### src/hdl/sb_pkg.sv
package sb_pkg;

    // ------------------------------------------------------------
    // Sizes
    // ------------------------------------------------------------
    localparam int unsigned SB_SIZE   = 4;   // Store buffer entries.
    localparam int unsigned SB_PTR_W  = 2;   // Head and tail pointer width.
    localparam int unsigned SB_CNT_W  = 3;   // Occupancy counter, 0 to SB_SIZE.
    localparam int unsigned RAM_WORDS = 64;  // Data RAM depth in words.
    localparam int unsigned RAM_IDX_W = 6;   // Word index into the data RAM.

    // ------------------------------------------------------------
    // Store request from the pipeline
    // ------------------------------------------------------------
    typedef enum logic [1:0] {
        ST_BYTE = 2'd0,
        ST_HALF = 2'd1,
        ST_WORD = 2'd2
    } st_size_e;

    // Data is right-justified, the aligner moves it into its lanes.
    typedef struct packed {
        logic [31:0] addr;   // Byte address.
        logic [31:0] data;
        st_size_e    size;
    } st_req_t;

    // ------------------------------------------------------------
    // Buffer entry and snapshot
    // ------------------------------------------------------------
    typedef struct packed {
        logic [29:0] waddr;  // Word address.
        logic [31:0] data;   // Lane-placed data.
        logic [3:0]  strb;   // One bit per byte lane.
        logic        valid;
    } sb_entry_t;

    // Index 0 is the oldest entry, SB_SIZE-1 the newest slot.
    typedef sb_entry_t [SB_SIZE-1:0] sb_snap_t;

endpackage
### src/hdl/store_path_top.sv
module store_path_top
    import sb_pkg::*;
(
    input  logic        clk,
    input  logic        rst,
    input  logic        flush,

    // Store port.
    input  logic        st_valid,
    input  st_req_t     st_req,
    output logic        st_ready,
    output logic        st_misaligned,

    input  logic        drain_hold,  // Holds the buffer drain.

    // Load port.
    input  logic        ld_valid,
    input  logic [31:0] ld_addr,
    output logic        ld_rsp_valid,
    output logic [31:0] ld_rdata,

    output logic        sb_full
);

    logic      push_valid;
    logic      push_ready;
    sb_entry_t push_entry;

    logic      drain_valid;
    logic      drain_ready;
    sb_entry_t drain_entry;

    sb_snap_t    snap;
    logic        ram_wr_en;
    logic [31:0] ram_rdata;

    assign drain_ready = ~drain_hold;
    assign ram_wr_en   = drain_valid & ~drain_hold;  // Same edge as the pop.

    // ------------------------------------------------------------
    // Store path
    // ------------------------------------------------------------
    store_align u_align (
        .st_valid      (st_valid),
        .st_req        (st_req),
        .st_ready      (st_ready),
        .st_misaligned (st_misaligned),
        .push_valid    (push_valid),
        .push_entry    (push_entry),
        .push_ready    (push_ready)
    );

    store_buffer u_sb (
        .clk         (clk),
        .rst         (rst),
        .flush       (flush),
        .push_valid  (push_valid),
        .push_entry  (push_entry),
        .push_ready  (push_ready),
        .drain_valid (drain_valid),
        .drain_entry (drain_entry),
        .drain_ready (drain_ready),
        .snap        (snap),
        .full        (sb_full)
    );

    data_ram u_ram (
        .clk      (clk),
        .rst      (rst),
        .wr_en    (ram_wr_en),
        .wr_entry (drain_entry),
        .rd_addr  (ld_addr),
        .rd_data  (ram_rdata)
    );

    // ------------------------------------------------------------
    // Load path
    // ------------------------------------------------------------
    load_forward u_fwd (
        .clk          (clk),
        .rst          (rst),
        .ld_valid     (ld_valid),
        .ld_addr      (ld_addr),
        .snap         (snap),
        .ram_rdata    (ram_rdata),
        .ld_rsp_valid (ld_rsp_valid),
        .ld_rdata     (ld_rdata)
    );

endmodule

### src/hdl/data_ram.sv
module data_ram
    import sb_pkg::*;
(
    input  logic        clk,
    input  logic        rst,
    input  logic        wr_en,
    input  sb_entry_t   wr_entry,
    input  logic [31:0] rd_addr,
    output logic [31:0] rd_data
);

    logic [31:0] mem [RAM_WORDS];

    logic [RAM_IDX_W-1:0] wr_idx;
    logic [RAM_IDX_W-1:0] rd_idx;

    // Upper word-address bits wrap onto the small array.
    assign wr_idx = wr_entry.waddr[RAM_IDX_W-1:0];
    assign rd_idx = rd_addr[RAM_IDX_W+1:2];  // Byte address to word index.

    // ------------------------------------------------------------
    // Byte-strobe write port
    // ------------------------------------------------------------
    always_ff @(posedge clk) begin
        if (rst) begin
            for (int w = 0; w < RAM_WORDS; w++) begin
                mem[w] <= '0;
            end
        end else if (wr_en) begin
            for (int b = 0; b < 4; b++) begin
                if (wr_entry.strb[b]) begin
                    mem[wr_idx][8*b +: 8] <= wr_entry.data[8*b +: 8];
                end
            end
        end
    end

    // ------------------------------------------------------------
    // Read port
    // ------------------------------------------------------------
    // Read before write when both address the same word.
    always_ff @(posedge clk) begin
        rd_data <= mem[rd_idx];
    end

endmodule

### src/hdl/load_forward.sv
module load_forward
    import sb_pkg::*;
(
    input  logic        clk,
    input  logic        rst,
    input  logic        ld_valid,
    input  logic [31:0] ld_addr,
    input  sb_snap_t    snap,
    input  logic [31:0] ram_rdata,
    output logic        ld_rsp_valid,
    output logic [31:0] ld_rdata
);

    logic [29:0] ld_waddr;
    logic [3:0]  hit;
    logic [31:0] fwd_data;

    logic [3:0]  hit_q;
    logic [31:0] fwd_q;
    logic        rsp_valid_q;

    assign ld_waddr = ld_addr[31:2];  // Byte offset ignored.

    // ------------------------------------------------------------
    // Buffer search in the request cycle
    // ------------------------------------------------------------
    // Each lane takes the newest entry that wrote it.
    always_comb begin
        hit      = 4'b0000;
        fwd_data = '0;
        for (int b = 0; b < 4; b++) begin
            for (int i = SB_SIZE - 1; i >= 0; i--) begin
                if (!hit[b] && snap[i].valid && snap[i].strb[b] &&
                    (snap[i].waddr == ld_waddr)) begin
                    hit[b]           = 1'b1;
                    fwd_data[8*b +: 8] = snap[i].data[8*b +: 8];
                end
            end
        end
    end

    always_ff @(posedge clk) begin
        if (ld_valid) begin
            hit_q <= hit;
            fwd_q <= fwd_data;
        end
    end

    always_ff @(posedge clk) begin
        if (rst) begin
            rsp_valid_q <= 1'b0;
        end else begin
            rsp_valid_q <= ld_valid;
        end
    end

    // ------------------------------------------------------------
    // Merge with the RAM word in the response cycle
    // ------------------------------------------------------------
    always_comb begin
        for (int b = 0; b < 4; b++) begin
            ld_rdata[8*b +: 8] = hit_q[b] ? fwd_q[8*b +: 8] : ram_rdata[8*b +: 8];
        end
    end

    assign ld_rsp_valid = rsp_valid_q;

endmodule

### src/hdl/store_buffer.sv
module store_buffer
    import sb_pkg::*;
(
    input  logic      clk,
    input  logic      rst,
    input  logic      flush,

    // Push side, from the aligner.
    input  logic      push_valid,
    input  sb_entry_t push_entry,
    output logic      push_ready,

    // Drain side, towards the data RAM.
    output logic      drain_valid,
    output sb_entry_t drain_entry,
    input  logic      drain_ready,

    output sb_snap_t  snap,
    output logic      full
);

    logic [SB_PTR_W-1:0] head_q;   // Next slot to write.
    logic [SB_PTR_W-1:0] tail_q;   // Oldest entry.
    logic [SB_CNT_W-1:0] cnt_q;
    logic [SB_PTR_W-1:0] head_d;
    logic [SB_PTR_W-1:0] tail_d;
    logic [SB_CNT_W-1:0] cnt_d;

    sb_entry_t [SB_SIZE-1:0] entries;

    logic push;
    logic pop;

    // ------------------------------------------------------------
    // Handshakes
    // ------------------------------------------------------------
    assign push = push_valid & push_ready & ~flush;  // Dropped during flush.
    assign pop  = drain_valid & drain_ready;

    assign push_ready = (cnt_q < SB_CNT_W'(SB_SIZE));
    assign full       = (cnt_q == SB_CNT_W'(SB_SIZE));

    assign drain_entry = entries[tail_q];
    assign drain_valid = entries[tail_q].valid;

    // ------------------------------------------------------------
    // Pointers and occupancy
    // ------------------------------------------------------------
    always_comb begin
        head_d = head_q + SB_PTR_W'(push);
        tail_d = tail_q + SB_PTR_W'(pop);
        cnt_d  = cnt_q + SB_CNT_W'(push) - SB_CNT_W'(pop);
    end

    always_ff @(posedge clk) begin
        if (rst || flush) begin
            head_q <= '0;
            tail_q <= '0;
            cnt_q  <= '0;
        end else begin
            head_q <= head_d;
            tail_q <= tail_d;
            cnt_q  <= cnt_d;
        end
    end

    // ------------------------------------------------------------
    // Entry storage
    // ------------------------------------------------------------
    // Head and tail only meet when the buffer is empty or full,
    // and then at most one of push and pop can fire.
    always_ff @(posedge clk) begin
        for (int i = 0; i < SB_SIZE; i++) begin
            if (rst || flush) begin
                entries[i] <= '0;
            end else if (push && (SB_PTR_W'(i) == head_q)) begin
                entries[i] <= push_entry;
            end else if (pop && (SB_PTR_W'(i) == tail_q)) begin
                entries[i].valid <= 1'b0;  // Slot freed.
            end
        end
    end

    // Rotate so the snapshot starts at the oldest entry.
    always_comb begin
        for (int i = 0; i < SB_SIZE; i++) begin
            snap[i] = entries[SB_PTR_W'(i) + tail_q];
        end
    end

endmodule

### src/hdl/store_align.sv
module store_align
    import sb_pkg::*;
(
    input  logic      st_valid,
    input  st_req_t   st_req,
    output logic      st_ready,
    output logic      st_misaligned,
    output logic      push_valid,
    output sb_entry_t push_entry,
    input  logic      push_ready
);

    logic [1:0]  offset;
    logic [3:0]  strb;
    logic [31:0] lane_data;
    logic        misaligned;

    assign offset = st_req.addr[1:0];

    // Size and offset decode.
    always_comb begin
        strb       = 4'b0000;
        lane_data  = st_req.data;
        misaligned = 1'b0;
        case (st_req.size)
            ST_BYTE: begin
                strb      = 4'b0001 << offset;
                lane_data = {4{st_req.data[7:0]}};  // Byte copied to all lanes.
            end
            ST_HALF: begin
                strb       = 4'b0011 << offset;
                lane_data  = {2{st_req.data[15:0]}};
                misaligned = offset[0];
            end
            default: begin
                strb       = 4'b1111;
                misaligned = (offset != 2'b00);
            end
        endcase
    end

    // A rejected store is still consumed, so it reports only when taken.
    assign st_ready      = push_ready;
    assign st_misaligned = st_valid & push_ready & misaligned;
    assign push_valid    = st_valid & ~misaligned;

    always_comb begin
        push_entry.waddr = st_req.addr[31:2];
        push_entry.data  = lane_data;
        push_entry.strb  = strb;
        push_entry.valid = 1'b1;
    end

endmodule

### config.mk
export PLATFORM = sky130hd
export DESIGN_NAME = store_path_top
export DESIGN_NICKNAME = d
export VERILOG_FILES = /design/src/hdl/sb_pkg.sv /design/src/hdl/store_path_top.sv /design/src/hdl/data_ram.sv /design/src/hdl/load_forward.sv /design/src/hdl/store_buffer.sv /design/src/hdl/store_align.sv
export SDC_FILE = /design/constraint.sdc
export NUM_CORES = 2
export LEC_CHECK = 0
export BUFFER_PORTS_ARGS = -buffer_cell sky130_fd_sc_hd__clkbuf_2
export CORE_MARGIN = 8
export CORE_UTILIZATION = 39
export CTS_CLUSTER_SIZE = 10
export DETAILED_ROUTE_END_ITERATION = 8
export SLEW_MARGIN = 15
export SYNTH_ARGS = -nofsm -noshare
export SYNTH_HDL_FRONTEND = slang
export SYNTH_SLANG_ARGS = --single-unit
### constraint.sdc
create_clock -name clk -period 8.81 [get_ports clk]
set_input_delay 1.762 -clock clk [delete_from_list [all_inputs] [get_ports clk]]
set_output_delay 1.762 -clock clk [all_outputs]
set_load 0.01 [all_outputs]
==> results.json <==
{
  "grt_max_degree": 119,
  "power_density_mw_per_mm2": 204,
  "clockRootBuffer": "clkbuf_16",
  "wl_per_cell_um": 26.5,
  "post_cts_buffers": 0,
  "dieArea_sq_mm": 0.301,
  "critPathSlowestCell": "ha_4",
  "crit_path_end_kind": "flop",
  "cts_made_buffers": 290,
  "ys_warn_count": 0,
  "grt_pass1_wl_um": 461000,
  "most-common-layout-cells": "nor2_1, edfxtp_1, mux4_2, nand2_1, dfxtp_1",
  "maxCapViolCount": 0,
  "maxSlewViolCount": 0,
  "dp_slack_ns": 2.36,
  "layout_commonest_cell": "nor2_1",
  "crit_type": "reg -> reg",
  "arrival_ns": 7.19,
  "synth_edf_count": 2084,
  "viasPerCell": 5.77,
  "crit_top_cell": "nand4_1",
  "clkLatencyLatePin_ns": 0.86,
  "filler_cell_count": 25200,
  "finalWorstSetupSlack_ns": 2.29,
  "crit_fanout": 44,
  "port_buffers": 137,
  "peakVddDrop_mv": 0.164,
  "post-route-min-period_ns": 6.52,
  "multi_input_area_sq_mm": 0.0395,
  "ctsHoldBuffers": 0,
  "postSynthRegisterBits": 2392,
  "layout-drive-gt1-share_pct": 19.8,
  "start_util_pct": 39.2,
  "drc": 0,
  "grt_pass1_vias": 68400,
  "track_usage_pct": 20.3,
  "avgSynthCellArea_sq_um": 13.8,
  "vias": 68300,
  "syn-instance-count": 8029,
  "relSlewSlack_pct": 19.1,
  "place.gp.congestion": 0.844,
  "hp-class": "reg -> reg",
  "htree_levels": 5,
  "ant_nets": 0,
  "synth.distinct_cells": 65,
  "critPathMaxStageDelay_ns": 0.91,
  "first_pass_iters": 6,
  "nets": 8036,
  "skew_ns": 0.0847,
  "cts_buffer_depth": 4,
  "dp_hpwl_um": 196000,
  "outcome": "finished, final reports clean",
  "die_h_um": 548,
  "cp.required_ns": 9.48,
  "clkSinkCount": 2392,
  "finalCritPeriodShare_pct": 74.0,
  "totalWireLength_um": 313000,
  "cts_tree": "yes",
  "setup-violations-final": 0,
  "syn-num-nets": 8142,
  "worst_setup_path_start_kind": "flop",
  "core_sq_mm": 0.282,
  "rows": 195,
  "fmax_mhz": 153,
  "p_leak_nw": 38.9,
  "hold_viol_final": 0,
  "post_cts_resized": 0,
  "synth-seq-area-share_pct": 62.2,
  "antenna_found_initial": 22,
  "power_mw": 25.1,
  "synthArstFlopShare_pct": 0,
  "drt_iter0_markers": 7970,
  "seq_area_sq_mm": 0.0688,
  "worstMarginPinSlew_ns": 1.21,
  "finalSetupTns_ns": 0,
  "clk_pin_slew_worst_paths_ns": 0.06,
  "mappedNetlistArea_sq_mm": 0.110,
  "synthToLayoutAreaGrowth_pct": 11.4,
  "path_cells": "inv_4, ha_4, buf_4, mux2i_1, o22a_1, a21oi_1, a2111oi_0, nand4_1, nor2_1, nand4_1, o221ai_1",
  "pin_count": 140,
  "grt_overflow": 0,
  "die_x_um": 548,
  "ys.flop_type": "edfxtp_1",
  "rsz0062_at_grt": "false"
}
per-layer routing:
metal / wire length (um) / vias to the layer above / global-route usage (%)
met5: 85 / - / 0
met2: 152000 / 2855 / 33.6
li1: - / 29300 / -
met4: 11900 / 14 / 7.06
met1: 124000 / 35500 / 27.0
met3: 24900 / 550 / 3.44
cells by family (layout without fill, tap and decap cells):
group           count (synthesis)  in the layout  synth area share (%)
fa+ha+maj                       9              9                 0.109
simple gates                 3303           3303                  12.2
buf+inv                       687            730                  2.45
mux                          1074           1074                  19.6
xor+xnor                      125            125                 0.991
other cells                     0              8                     0
flops                        2392           2392                  62.2
compound gates                439            439                  2.44
where the power goes:
part	switching [mW]	internal, mW	leakage [nW]	total (mW)
registers	0.135	12.6	24.0	12.8
logic	0.953	0.600	10.9	1.55
clock network	4.50	6.29	3.99	10.8
final timing paths:
kind | cells after the start | start | to | slack [ns]
setup / recovery | 11 | u_sb.tail_q[0] | u_fwd.fwd_q[1] | 2.29
hold / removal | 2 | u_sb.entries[127] | u_sb.entries[127] | 0.50
setup reg to reg | 11 | u_sb.tail_q[0] | u_fwd.fwd_q[1] | 2.29
hold reg to reg | 2 | u_sb.entries[127] | u_sb.entries[127] | 0.50
Yosys cell counts (3+ instances only):
master / n / area [sq um]
nor2_1: 2199 / 8250
edfxtp_1: 2084 / 62600
mux4_2: 865 / 19500
nand2_1: 710 / 2670
clkbuf_1: 497 / 1870
dfxtp_1: 308 / 6170
nand2b_1: 259 / 1620
a21oi_1: 200 / 1000
mux2i_1: 121 / 1210
buf_1: 88 / 330
mux2_2: 88 / 991
a211oi_1: 81 / 608
xnor2_1: 78 / 683
o21ai_0: 67 / 335
xor2_1: 47 / 412
inv_1: 45 / 169
buf_2: 39 / 195
or3_1: 31 / 194
a22oi_1: 27 / 203
nand3_1: 25 / 125
o221ai_1: 25 / 219
nand4_1: 24 / 150
buf_4: 11 / 82.6
nor3_1: 11 / 55.1
ha_1: 8 / 100
nor4_1: 7 / 43.8
a221o_1: 6 / 60.1
nor4_2: 6 / 75.1
o21bai_1: 6 / 45.0
buf_6: 5 / 56.3
nor2b_1: 5 / 31.3
and2_1: 4 / 25.0
nor3_2: 4 / 40.0
a221oi_1: 3 / 26.3
and3_1: 3 / 18.8
o22ai_1: 3 / 18.8
o2bb2ai_1: 3 / 26.3
or2_2: 3 / 18.8
state kept, by name, summed over array words and instances (netlist names):
register	flops
u_fwd.fwd_q	32
u_fwd.hit_q	4
u_fwd.ld_rsp_valid	1
u_ram.mem	2048
u_ram.rd_data	32
u_sb.cnt_q	3
u_sb.entries	268
u_sb.head_q	2
u_sb.tail_q	2
critical path: cells and delay by family (launching register included):
family	cells	cell delay, ns
buffers and inverters	2	0.98
AOI/OAI and AO/OA	4	1.24
adders and majority gates	1	0.91
DFF	1	0.80
and+or+nand+nor	3	1.91
muxes	1	0.43
stage by stage:
stage,cells,cell area [sq um],util (%),hold slack (ns)
CTS,11800,123000,43.6,0.494
global route,11800,123000,43.6,0.515
detailed placement,11400,115000,40.7,0.487
finish,11800,123000,43.6,0.496
floorplan,8029,110000,-,0.462
global placement,11400,115000,40.7,0.478
area by class of cell:
cell class | count | area share, %
clock buffers | 415 | 6.51
clock inverters | 26 | 0.203
flip-flops and latches | 2392 | 55.9
inverters | 47 | 0.145
well taps | 3743 | 3.81
diodes | 8 | 0.0163
multi-input cells | 4950 | 32.1
repair buffers | 242 | 1.32
Power figures use the tool's default switching activity.
